File: src/design/pt_walk_defs.svh
/* Address, line, entry and table geometry macros for the page-table walker */

`ifndef PT_WALK_DEFS_SVH
`define PT_WALK_DEFS_SVH

// Byte address widths
`define PT_VA_BITS          48
`define PT_PA_BITS          48

// 4 KB pages and the page numbers left above the offset
`define PT_PAGE_OFFSET_BITS 12
`define PT_VA_PAGE_BITS     (`PT_VA_BITS - `PT_PAGE_OFFSET_BITS)
`define PT_PA_PAGE_BITS     (`PT_PA_BITS - `PT_PAGE_OFFSET_BITS)

// 64-byte memory lines
`define PT_LINE_OFFSET_BITS 6
`define PT_CL_ADDR_BITS     (`PT_PA_BITS - `PT_LINE_OFFSET_BITS)
`define PT_LINE_BITS        512
`define PT_WORD_BITS        64

// Table geometry: 512 entries per table page, 8 entries per line
`define PT_IDX_BITS         9
`define PT_MAX_DEPTH        4
`define PT_WORD_IDX_BITS    3
`define PT_LINE_IDX_BITS    (`PT_IDX_BITS - `PT_WORD_IDX_BITS)

// Status bits in the low end of an entry
`define PT_TERMINAL_BIT     0
`define PT_ERROR_BIT        1

`endif

File: src/design/pt_addr_pkg.sv
/* Address format types: page numbers, line addresses, lines and entry words */

`include "pt_walk_defs.svh"

package pt_addr_pkg;

    // Virtual page number of a 4 KB page
    typedef logic [`PT_VA_PAGE_BITS-1:0] va_page_t;

    // Physical page number
    // Also the page field of a table entry, entry bits 47..12
    typedef logic [`PT_PA_PAGE_BITS-1:0] pa_page_t;

    // Line address of a memory read
    typedef logic [`PT_CL_ADDR_BITS-1:0] cl_addr_t;

    // One full response line
    typedef logic [`PT_LINE_BITS-1:0] cl_data_t;

    // One table entry
    typedef logic [`PT_WORD_BITS-1:0] pt_word_t;

endpackage

File: src/design/pt_walk_pkg.sv
/* Walk control types: table indices, walk depth and walker FSM states */

`include "pt_walk_defs.svh"

package pt_walk_pkg;

    // Index of one entry in a table page, taken from the VA
    typedef logic [`PT_IDX_BITS-1:0] pt_idx_t;

    // Upper part of a level index picks the line in the table page
    typedef logic [`PT_LINE_IDX_BITS-1:0] pt_line_idx_t;

    // Lower part picks the entry word in that line
    typedef logic [`PT_WORD_IDX_BITS-1:0] pt_word_idx_t;

    // Current level, 0 is the root
    typedef logic [$clog2(`PT_MAX_DEPTH)-1:0] walk_depth_t;

    // Walker FSM
    typedef enum logic [2:0]
    {
        walk_idle,
        walk_read_req,
        walk_wait_rsp,
        walk_step,
        walk_done,
        walk_error
    } walk_state_t;

endpackage

File: src/design/pt_va_index.sv
/* VA level index tracker; current level always sits in the top slot */

`timescale 1ns/1ps
`include "pt_walk_defs.svh"

module pt_va_index
(
    input  logic                      clk,
    input  logic                      reset,
    input  logic                      load,
    input  logic                      advance,
    input  pt_addr_pkg::va_page_t     va,
    output pt_walk_pkg::pt_line_idx_t line_idx,
    output pt_walk_pkg::pt_word_idx_t word_idx
);

    // Four 9-bit indices, root level in the top slot
    pt_walk_pkg::pt_idx_t [`PT_MAX_DEPTH-1:0] idx_vec;

    always_ff @(posedge clk)
    begin
        if (reset)
        begin
            idx_vec <= '0;
        end
        else if (load)
        begin
            // VA page bits 35..27 land in the top slot for the root
            idx_vec <= va;
        end
        else if (advance)
        begin
            // Shift up one level, zero fill behind
            idx_vec <= {idx_vec[`PT_MAX_DEPTH-2:0], pt_walk_pkg::pt_idx_t'(0)};
        end
    end

    // Line in the table page, then word in the line
    assign {line_idx, word_idx} = idx_vec[`PT_MAX_DEPTH-1];

endmodule

File: src/design/pt_entry_capture.sv
/* Response line register, entry word selection and entry decode */

`timescale 1ns/1ps
`include "pt_walk_defs.svh"

module pt_entry_capture
(
    input  logic                      clk,
    input  logic                      reset,
    input  logic                      read_data_en,
    input  pt_addr_pkg::cl_data_t     read_data,
    input  pt_walk_pkg::pt_word_idx_t word_idx,
    output logic                      entry_valid,
    output logic                      entry_terminal,
    output logic                      entry_error,
    output pt_addr_pkg::pa_page_t     entry_page
);

    // Strobe pipeline, two stages
    logic data_en_q;
    logic data_en_qq;

    // Registered line, then the one word needed from it
    pt_addr_pkg::cl_data_t data_q;
    pt_addr_pkg::pt_word_t word_qq;

    pt_addr_pkg::pt_word_t word_sel;

    // Entry for the current level out of the registered line
    assign word_sel = data_q[word_idx * `PT_WORD_BITS +: `PT_WORD_BITS];

    always_ff @(posedge clk)
    begin
        if (reset)
        begin
            data_en_q  <= 1'b0;
            data_en_qq <= 1'b0;
        end
        else
        begin
            data_en_q  <= read_data_en;
            data_en_qq <= data_en_q;
        end
    end

    // Held until the next response so the FSM can read it in its step state
    always_ff @(posedge clk)
    begin
        if (read_data_en)
        begin
            data_q <= read_data;
        end

        if (data_en_q)
        begin
            word_qq <= word_sel;
        end
    end

    // ========================================================================
    // Entry decode
    // ========================================================================

    assign entry_valid    = data_en_qq;
    assign entry_terminal = word_qq[`PT_TERMINAL_BIT];

    // Software fills unused entries with all ones, so bit 1 flags them
    assign entry_error    = word_qq[`PT_ERROR_BIT];
    assign entry_page     = word_qq[`PT_PA_BITS-1:`PT_PAGE_OFFSET_BITS];

endmodule

File: src/design/pt_walk_ctrl.sv
/* Walker FSM: request intake, table line reads, level stepping,
   TLB fill and sticky not-present error */

`timescale 1ns/1ps
`include "pt_walk_defs.svh"

module pt_walk_ctrl
(
    input  logic                      clk,
    input  logic                      reset,
    input  pt_addr_pkg::pa_page_t     table_base,
    input  logic                      table_base_valid,
    input  logic                      walk_enable,
    input  logic                      req_en,
    input  pt_addr_pkg::va_page_t     req_va,
    input  logic                      read_rdy,
    input  logic                      fill_rdy,
    input  pt_walk_pkg::pt_line_idx_t line_idx,
    input  logic                      entry_valid,
    input  logic                      entry_terminal,
    input  logic                      entry_error,
    input  pt_addr_pkg::pa_page_t     entry_page,
    output logic                      req_rdy,
    output logic                      read_en,
    output pt_addr_pkg::cl_addr_t     read_addr,
    output logic                      fill_en,
    output pt_addr_pkg::va_page_t     fill_va,
    output pt_addr_pkg::pa_page_t     fill_pa,
    output logic                      fill_big_page,
    output logic                      not_present,
    output logic                      index_load,
    output logic                      index_advance
);

    pt_walk_pkg::walk_state_t state;

    // Flag copies of the idle and done states, kept off the state decode
    logic idle_flag;
    logic done_flag;

    // Set once software has a valid table base and has enabled walks
    logic initialized;

    // VA being translated
    pt_addr_pkg::va_page_t walk_va;

    // Table page being read; holds the translated page once done
    pt_addr_pkg::pa_page_t cur_page;

    pt_walk_pkg::walk_depth_t depth;

    logic req_take;
    logic last_level;
    logic step_fail;

    // ========================================================================
    // Step decisions
    // ========================================================================

    assign req_take   = req_en && req_rdy;
    assign last_level = (depth == pt_walk_pkg::walk_depth_t'(`PT_MAX_DEPTH - 1));

    // Bad entry, or still pointing down at the deepest level
    assign step_fail  = entry_error || (!entry_terminal && last_level);

    assign index_load    = req_take;
    assign index_advance = (state == pt_walk_pkg::walk_step) && !entry_terminal && !step_fail;

    // ========================================================================
    // FSM
    // ========================================================================

    always_ff @(posedge clk)
    begin
        if (reset)
        begin
            state       <= pt_walk_pkg::walk_idle;
            idle_flag   <= 1'b1;
            done_flag   <= 1'b0;
            initialized <= 1'b0;
            not_present <= 1'b0;
            depth       <= '0;
        end
        else
        begin
            initialized <= table_base_valid && walk_enable;

            case (state)
                pt_walk_pkg::walk_idle:
                begin
                    // Every walk starts at the root
                    if (req_take)
                    begin
                        state     <= pt_walk_pkg::walk_read_req;
                        idle_flag <= 1'b0;
                        depth     <= '0;
                    end
                end

                pt_walk_pkg::walk_read_req:
                begin
                    if (read_en)
                    begin
                        state <= pt_walk_pkg::walk_wait_rsp;
                    end
                end

                pt_walk_pkg::walk_wait_rsp:
                begin
                    if (entry_valid)
                    begin
                        state <= pt_walk_pkg::walk_step;
                    end
                end

                pt_walk_pkg::walk_step:
                begin
                    if (step_fail)
                    begin
                        state       <= pt_walk_pkg::walk_error;
                        not_present <= 1'b1;
                    end
                    else if (entry_terminal)
                    begin
                        state     <= pt_walk_pkg::walk_done;
                        done_flag <= 1'b1;
                    end
                    else
                    begin
                        // Next level down
                        state <= pt_walk_pkg::walk_read_req;
                        depth <= depth + pt_walk_pkg::walk_depth_t'(1);
                    end
                end

                pt_walk_pkg::walk_done:
                begin
                    if (fill_en)
                    begin
                        state     <= pt_walk_pkg::walk_idle;
                        idle_flag <= 1'b1;
                        done_flag <= 1'b0;
                    end
                end

                // Stuck here until reset
                pt_walk_pkg::walk_error:
                begin
                    not_present <= 1'b1;
                end

                default:
                begin
                    state <= pt_walk_pkg::walk_error;
                end
            endcase
        end
    end

    // Walk payload, loaded at acceptance and updated per step
    always_ff @(posedge clk)
    begin
        if (req_take)
        begin
            walk_va  <= req_va;
            cur_page <= table_base;
        end
        else if (state == pt_walk_pkg::walk_step)
        begin
            cur_page <= entry_page;
        end
    end

    // ========================================================================
    // Outputs
    // ========================================================================

    // One walk at a time
    assign req_rdy = initialized && idle_flag;

    // Line address: table page, then the line index of this level
    assign read_en   = (state == pt_walk_pkg::walk_read_req) && read_rdy;
    assign read_addr = {cur_page, line_idx};

    assign fill_en = done_flag && fill_rdy;
    assign fill_va = walk_va;
    assign fill_pa = cur_page;

    // Terminal at depth 2 is a 2 MB page, at depth 3 a 4 KB page
    assign fill_big_page = !depth[0];

endmodule

File: src/design/pt_walk.sv
/* Page-table walker top level: controller, VA index tracker and entry capture */

`timescale 1ns/1ps

module pt_walk
(
    input  logic                  clk,
    input  logic                  reset,

    // Software setup
    input  pt_addr_pkg::pa_page_t table_base,
    input  logic                  table_base_valid,
    input  logic                  walk_enable,

    // Miss requests from the TLB
    output logic                  req_rdy,
    input  logic                  req_en,
    input  pt_addr_pkg::va_page_t req_va,

    // Table line reads
    input  logic                  read_rdy,
    output logic                  read_en,
    output pt_addr_pkg::cl_addr_t read_addr,
    input  logic                  read_data_en,
    input  pt_addr_pkg::cl_data_t read_data,

    // TLB fill
    input  logic                  fill_rdy,
    output logic                  fill_en,
    output pt_addr_pkg::va_page_t fill_va,
    output pt_addr_pkg::pa_page_t fill_pa,
    output logic                  fill_big_page,

    // Sticky walk failure
    output logic                  not_present
);

    // Controller to index tracker
    logic                      index_load;
    logic                      index_advance;

    // Current level index, split for the read address and the word pick
    pt_walk_pkg::pt_line_idx_t line_idx;
    pt_walk_pkg::pt_word_idx_t word_idx;

    // Decoded entry back to the controller
    logic                      entry_valid;
    logic                      entry_terminal;
    logic                      entry_error;
    pt_addr_pkg::pa_page_t     entry_page;

    pt_walk_ctrl ctrl_inst
    (
        .clk              (clk),
        .reset            (reset),
        .table_base       (table_base),
        .table_base_valid (table_base_valid),
        .walk_enable      (walk_enable),
        .req_en           (req_en),
        .req_va           (req_va),
        .read_rdy         (read_rdy),
        .fill_rdy         (fill_rdy),
        .line_idx         (line_idx),
        .entry_valid      (entry_valid),
        .entry_terminal   (entry_terminal),
        .entry_error      (entry_error),
        .entry_page       (entry_page),
        .req_rdy          (req_rdy),
        .read_en          (read_en),
        .read_addr        (read_addr),
        .fill_en          (fill_en),
        .fill_va          (fill_va),
        .fill_pa          (fill_pa),
        .fill_big_page    (fill_big_page),
        .not_present      (not_present),
        .index_load       (index_load),
        .index_advance    (index_advance)
    );

    pt_va_index va_index_inst
    (
        .clk      (clk),
        .reset    (reset),
        .load     (index_load),
        .advance  (index_advance),
        .va       (req_va),
        .line_idx (line_idx),
        .word_idx (word_idx)
    );

    pt_entry_capture entry_capture_inst
    (
        .clk            (clk),
        .reset          (reset),
        .read_data_en   (read_data_en),
        .read_data      (read_data),
        .word_idx       (word_idx),
        .entry_valid    (entry_valid),
        .entry_terminal (entry_terminal),
        .entry_error    (entry_error),
        .entry_page     (entry_page)
    );

endmodule

File: config.mk
export PLATFORM = sky130hd
export DESIGN_NAME = pt_walk
export DESIGN_NICKNAME = d
export VERILOG_FILES = /design/src/design/pt_addr_pkg.sv /design/src/design/pt_walk_pkg.sv /design/src/design/pt_va_index.sv /design/src/design/pt_entry_capture.sv /design/src/design/pt_walk_ctrl.sv /design/src/design/pt_walk.sv
export VERILOG_INCLUDE_DIRS = /design/src /design/src/design
export SDC_FILE = /design/constraint.sdc
export NUM_CORES = 1
export LEC_CHECK = 0
export BUFFER_PORTS_ARGS = -buffer_cell sky130_fd_sc_hd__buf_2
export CAP_MARGIN = 5
export CORE_AREA = 2 2 273 275
export DETAILED_ROUTE_END_ITERATION = 8
export DIE_AREA = 0 0 275 277
export GPL_TIMING_DRIVEN = 0
export SETUP_SLACK_MARGIN = 0.3
export SLEW_MARGIN = 20
export SYNTH_ARGS = -nofsm -noshare
export SYNTH_HDL_FRONTEND = slang
export SYNTH_HIERARCHICAL = 1
export SYNTH_SLANG_ARGS = --single-unit
File: constraint.sdc
create_clock -name clk -period 2.2 [get_ports clk]
set_input_delay 0.11 -clock clk [delete_from_list [all_inputs] [get_ports clk]]
set_output_delay 0.11 -clock clk [all_outputs]
set_load 0.02 [all_outputs]
# After elaboration in Yosys (flattened, before gate mapping)
# Cells that the tools add are included.
totals:
  ff_bits: 679
  in_bits: 592
  output_inout_bits: 119
  elab_cells: 81
op_classes:
  n_addsub: 1
  n_eq_ne: 14
  shifts: 1
  mux: 24
  bitwise_logic: 1
  reduce_logical: 24
ops:
  columns: ["op", "n"]
  rows:
  - ["512-bit by 10-bit variable part select with 48-bit output", 1]
  - ["36-bit 2-to-1 mux", 4]
  - ["3-bit 2-to-1 mux", 6]
  - ["3-bit case mux with 6 select lines", 1]
  - ["2-bit nonzero test", 6]
  - ["1-bit logical AND", 8]
  - ["2-bit by 1-bit inequality test with 1-bit output (second input constant)", 4]
  - ["2-bit inequality test (second input constant)", 4]
  - ["4-bit AND reduction", 2]
  - ["3-bit by 2-bit equality test with 1-bit output (second input constant)", 2]
  - ["3-bit equality test (second input constant)", 2]
  - ["1-bit 2-to-1 mux", 6]
  - ["2-bit 2-to-1 mux", 3]
  - ["1-bit case mux with 2 select lines", 3]
  - ["5-bit AND reduction", 1]
  - ["2-bit case mux with 2 select lines", 1]
  - ["3-bit by 1-bit equality test with 1-bit output (second input constant)", 1]
  - ["1-bit zero test", 3]
  - ["3-bit zero test", 1]
  - ["3-bit AND reduction", 1]
  - ["2-bit by 1-bit adder with 2-bit output (second input constant)", 1]
  - ["2-bit equality test (second input constant)", 1]
  - ["2-bit AND reduction", 1]
  - ["1-bit logical OR", 1]
  - ["1-bit inverter", 1]

# Longest topological paths before layout
logic_depth:
  ltp_word: 7
  depth_mapped: 7
  depth_no_buf: 5

# Cells and area by module
# Netlist, hierarchy kept.
modules_own_cells:
  columns: ["module", "instances", "cells_per_inst", "area_per_inst_um2", "seq_area_each_um2"]
  rows:
  - ["pt_entry_capture", 1, 481, 12583.3, 10309.9]
  - ["pt_walk_ctrl", 1, 222, 3477.1, 2342.2]
  - ["pt_va_index", 1, 169, 1692.9, 720.7]

# Worst setup path after synthesis
# Ideal clock, no wire load.
synth_path:
  kind: "reg-to-reg"
  from: "register ctrl_inst.idle_flag"
  to: "register va_index_inst/idx_vec[16] (netlist name)"
  setup_ps: 138
  arrival_ps: 2027
  setup_slack_ps: 35
  path_stages_with_launch: 8
  path_cell_list: "dfxtp_1 -> nand3_2 -> buf_6 -> inv_1 -> buf_6 -> clkbuf_1 -> nor2b_1 -> a211oi_1"
synth_via:
  elab_chain_len: 3
  elab_cells_between_ends: 4
  classes_between: "mux: 1; reduce/logical: 3"
synth_lines:
  columns: ["item", "line", "rtl"]
  rows:
  - ["start, declared", "pt_walk_ctrl.sv:38", "logic idle_flag;"]
  - ["start signal, assigned", "pt_walk_ctrl.sv:78", "idle_flag <= 1'b1;"]
  - ["start signal, assigned", "pt_walk_ctrl.sv:95", "idle_flag <= 1'b0;"]
  - ["start signal, assigned", "pt_walk_ctrl.sv:141", "idle_flag <= 1'b1;"]
  - ["1-bit logical AND (*)", "pt_walk_ctrl.sv:179", "assign req_rdy = initialized && idle_flag;"]
  - ["1-bit logical AND (*)", "pt_walk_ctrl.sv:60", "assign req_take = req_en && req_rdy;"]
  - ["net index_load", "pt_walk.sv:39", "logic index_load;"]
  - ["36-bit 2-to-1 mux or 2-bit nonzero test (tied branches)", null, null]
  - ["end signal, assigned", "pt_va_index.sv:29", "idx_vec <= va;"]
  - ["end signal, assigned", "pt_va_index.sv:34", "idx_vec <= {idx_vec[`PT_MAX_DEPTH-2:0], pt_walk_pkg::pt_idx_t'(0)};"]
  - ["end, declared", "pt_va_index.sv:18", "pt_walk_pkg::pt_idx_t [`PT_MAX_DEPTH-1:0] idx_vec;"]
# Mark *: on every way through the listed nets, which the timed path passes. The rest lies on a longest branch.
# A chain may end at the register's enable or synchronous reset.

# Final worst setup path
layout_path:
  from: "register va_index_inst.idx_vec (netlist bit va_index_inst/word_idx[0])"
  to: "register entry_capture_inst.word_qq[13], data pin"
layout_via:
  elab_chain_len: 1
layout_lines:
  columns: ["item", "line", "rtl"]
  rows:
  - ["512-bit by 10-bit variable part select with 48-bit output", "pt_entry_capture.sv:30", "assign word_sel = data_q[word_idx * `PT_WORD_BITS +: `PT_WORD_BITS];"]
  - ["net entry_capture_inst.word_sel[13]", "pt_entry_capture.sv:27", "pt_addr_pkg::pt_word_t word_sel;"]
  - ["end signal, assigned", "pt_entry_capture.sv:56", "word_qq <= word_sel;"]
  - ["end, declared", "pt_entry_capture.sv:25", "pt_addr_pkg::pt_word_t word_qq;"]
# The timed path passes the listed nets, and every way through them passes these cells.

==> run summary <==
Root Driver = clkbuf_16
GRT overflow = 0
critical path buffer and inverter count = 4
drt first-iter violations = 621
Filler cells = 6739
Layout area overhead = 56.18%
vias in the first global route = 13190
Synth Area in Adders = 0.07048%
num ports = 711
Ys Warns = 6
DR pass1 iterations = 4
I/O Buffers = 502
Top FF cell, synth = edfxtp_1
largest area contributor in the netlist = edfxtp_1
Mean Syn Cell Area = 20.36 µm²
Initial Utilization = 24.13%
critical-path cell list = buf_12, buf_16, buf_16, buf_12, mux4_2, mux2_4
fmax = 514.1 MHz
fin crit period = 1.945 ns
Slew headroom = 61.18%
Worst-Margin Slew = 0.5824 ns
post-place setup slack = -0.8618 ns
total CTS buffers = 51
Area after DPL = 0.02163 mm²
endpoints failing hold = 0
Die X = 275 µm
Row Count = 100
CP Class = reg2reg
first-pass GRT wire length = 83210 µm
Seq. cell area = 0.01338 mm²
Hold Path Class = in2reg
VDD IR-drop max = 0.7787 mV
Post-Synth XOR/XNOR Area = 0.04933%
Worst EP arrival = 2.29 ns
number of flops mapped to enable cells by yosys = 414
CTS tree = done
share of Yosys cell area claimed by the top area cell type = 70.03%
number of cells on the critical path = 6
post-route cell area = 0.02773 mm²
Core Box Area = 0.07357 mm²
initial antenna violation count = 10
synth top area cells = edfxtp_1 70%, mux4_2 9.6%, dfxtp_1 5.3%
Final period util = 88.41%
clk_skew = 0.02443 ns
via count = 11930
total die area = 0.07618 mm²
post-route antenna net violation count = 0
P per Cell Area = 761.6 mW/mm²
worst-path fanout max = 5
Crit. End Element = flip-flop
RSZ-0062 raised after global routing = true
global-route usage over all layers = 14.93%
Async S/R FF share, synth = 0%
Residual DRC = 0
worst reg2reg path depth = 6
multiplexer share of the synthesized area = 16.05%
share of layout cells above drive strength 1 = 45.87%
Chip Height = 277 µm
unique cell type count in the Yosys netlist = 37
largest net degree at the start of global routing = 99
Crit path max-delay family = multiplexers
HPWL Detailed = 38870 µm
Slew Viols, Final = 0
Num Clock Sinks = 461
Synth Area in Simple Gates = 2.615%
slowest stage delay, CP = 0.50 ns
CP required = 2.54 ns
Worst-Skew Late Latency = 0.60 ns
multi-input logic area = 0.003754 mm²
slowest stage cell, crit path = mux4_2
H-tree depth = 2
gp weighted congestion = 0.8132
clock transition at the registers of the reported paths = 0.06 ns
wire per inst = 20.87 µm
compound-gate portion of the synthesized area = 2.016%
top cells by count, synth = 414 x edfxtp_1, 76 x mux4_2, 65 x mux2_2, 53 x buf_4, 47 x dfxtp_1
count leader, synth = edfxtp_1
Max Cap Violations = 0
final worst slack = 0.2550 ns
flop2flop setup slack = 0.25 ns
Post-Synthesis Cells = 872
mapped cell area = 0.01775 mm²
sequential area share after synthesis = 75.33%
outcome = finished, final reports clean
Yosys reg bits = 461
Pleak = 0.01055 µW
Finish-stage setup viols = 0
Avg Vias per Cell = 4.183
Post-Route WL = 59490 µm
Util after Layout = 37.69%
largest family of logic cells by synthesized area = multiplexers
Nets = 2429
Syn Nets = 1465
Worst Hold Depth = 2
Max clock buf depth = 3
CP startpoint kind = flip-flop
[cells in the final DEF (no fill, tap or decap), drive strengths merged, types with 18 or more instances in the layout]
cell / n
buf: 604
edfxtp: 414
dlygate4sd3: 382
clkbuf: 83
mux4: 76
mux2: 74
dfxtp: 47
nor2b: 32
a211oi: 28
mux2i: 27
clkinv: 21
a21oi: 18
[layout make-up]
cell class	instances	share of cell area [%]
tap	969	4.373
timing repair inverter	1	0.02708
inverter	7	0.1083
sequential	461	48.25
buffer	94	3.114
antenna	7	0.06318
timing repair buffer	911	24.47
multi-input combinational	309	13.54
clock buffer	64	4.928
clock inverter	28	1.124
[state kept, by name, indices dropped and copies added (netlist names)]
register                        flops
ctrl_inst/done_flag                 1
entry_capture_inst/data_q         304
ctrl_inst/state                     3
entry_capture_inst/data_en_q        1
ctrl_inst/not_present               1
entry_capture_inst/entry_valid      1
ctrl_inst/idle_flag                 1
entry_capture_inst/word_qq         38
ctrl_inst/depth                     2
ctrl_inst/fill_pa                  36
va_index_inst/line_idx              6
ctrl_inst/fill_va                  36
ctrl_inst/initialized               1
va_index_inst/word_idx              3
va_index_inst/idx_vec              27
[path summary, 6_finish.rpt]
path / from / end
setup / recovery: va_index_inst/word_idx[0]$_SDFFE_PP0P_ / entry_capture_inst/word_qq[13]$_DFFE_PP_
hold reg to reg: ctrl_inst/not_present$_SDFFE_PP0P_ / ctrl_inst/not_present$_SDFFE_PP0P_
setup reg to reg: va_index_inst/word_idx[0]$_SDFFE_PP0P_ / entry_capture_inst/word_qq[13]$_DFFE_PP_
hold / removal: read_data[45] / entry_capture_inst/data_q[45]$_DFFE_PP_
[routing by layer]
metal / vias to the layer above / wire, µm / track usage [%] / part of all wire [%]
met1: 5887 / 24160 / 17.98 / 41
li1: 5378 / - / - / -
met5: - / 46 / 0 / 0.077
met4: 8 / 1581 / 4.782 / 2.7
met2: 558 / 29750 / 26.23 / 50
met3: 96 / 3950 / 3.373 / 6.6
[power breakdown]
part | internal, µW | leakage, µW | switching [µW] | total [µW]
Sequential | 10200 | 0.00437 | 210 | 10400
Combinational | 1260 | 0.00536 | 864 | 2120
Clock | 5010 | 0.000826 | 3580 | 8590
[through the flow]
| step | TNS (ns) | std cells | hold WS [ns] | total power, µW |
|---|---|---|---|---|
| detailed placement | -42.07 | 2348 | 0.2881 | 12050 |
| finish | 0 | 2851 | 0.2205 | 21120 |
| global route | 0 | 2845 | 0.1791 | 21880 |
| floorplan | 0 | 872 | 0.1816 | 11160 |
| CTS | 0 | 2832 | 0.1636 | 21280 |
| global placement | -1096.20 | 2343 | 0.2863 | 12020 |
[kinds of logic (layout without fill, tap and decap cells)]
| kind of cell | after synthesis | count (layout) |
|---|---|---|
| DFF | 461 | 461 |
| muxes | 177 | 177 |
| buffers and inverters | 102 | 1105 |
| and+or+nand+nor | 75 | 75 |
| AOI/OAI and AO/OA | 55 | 55 |
| adders and majority gates | 1 | 1 |
| xor gates and xnor gates | 1 | 1 |
| other | 0 | 7 |
[what timing repair did]
item	4_1_cts	5_1_grt
resized for setup	52	39
setup endpoints to repair	149	83
hold buffers	382	0
setup buffers	9	8
endpoints found under the hold margin	468	0
pin swaps	0	1
cloned	2	4
Note: power is estimated with default switching activity, not from simulation.
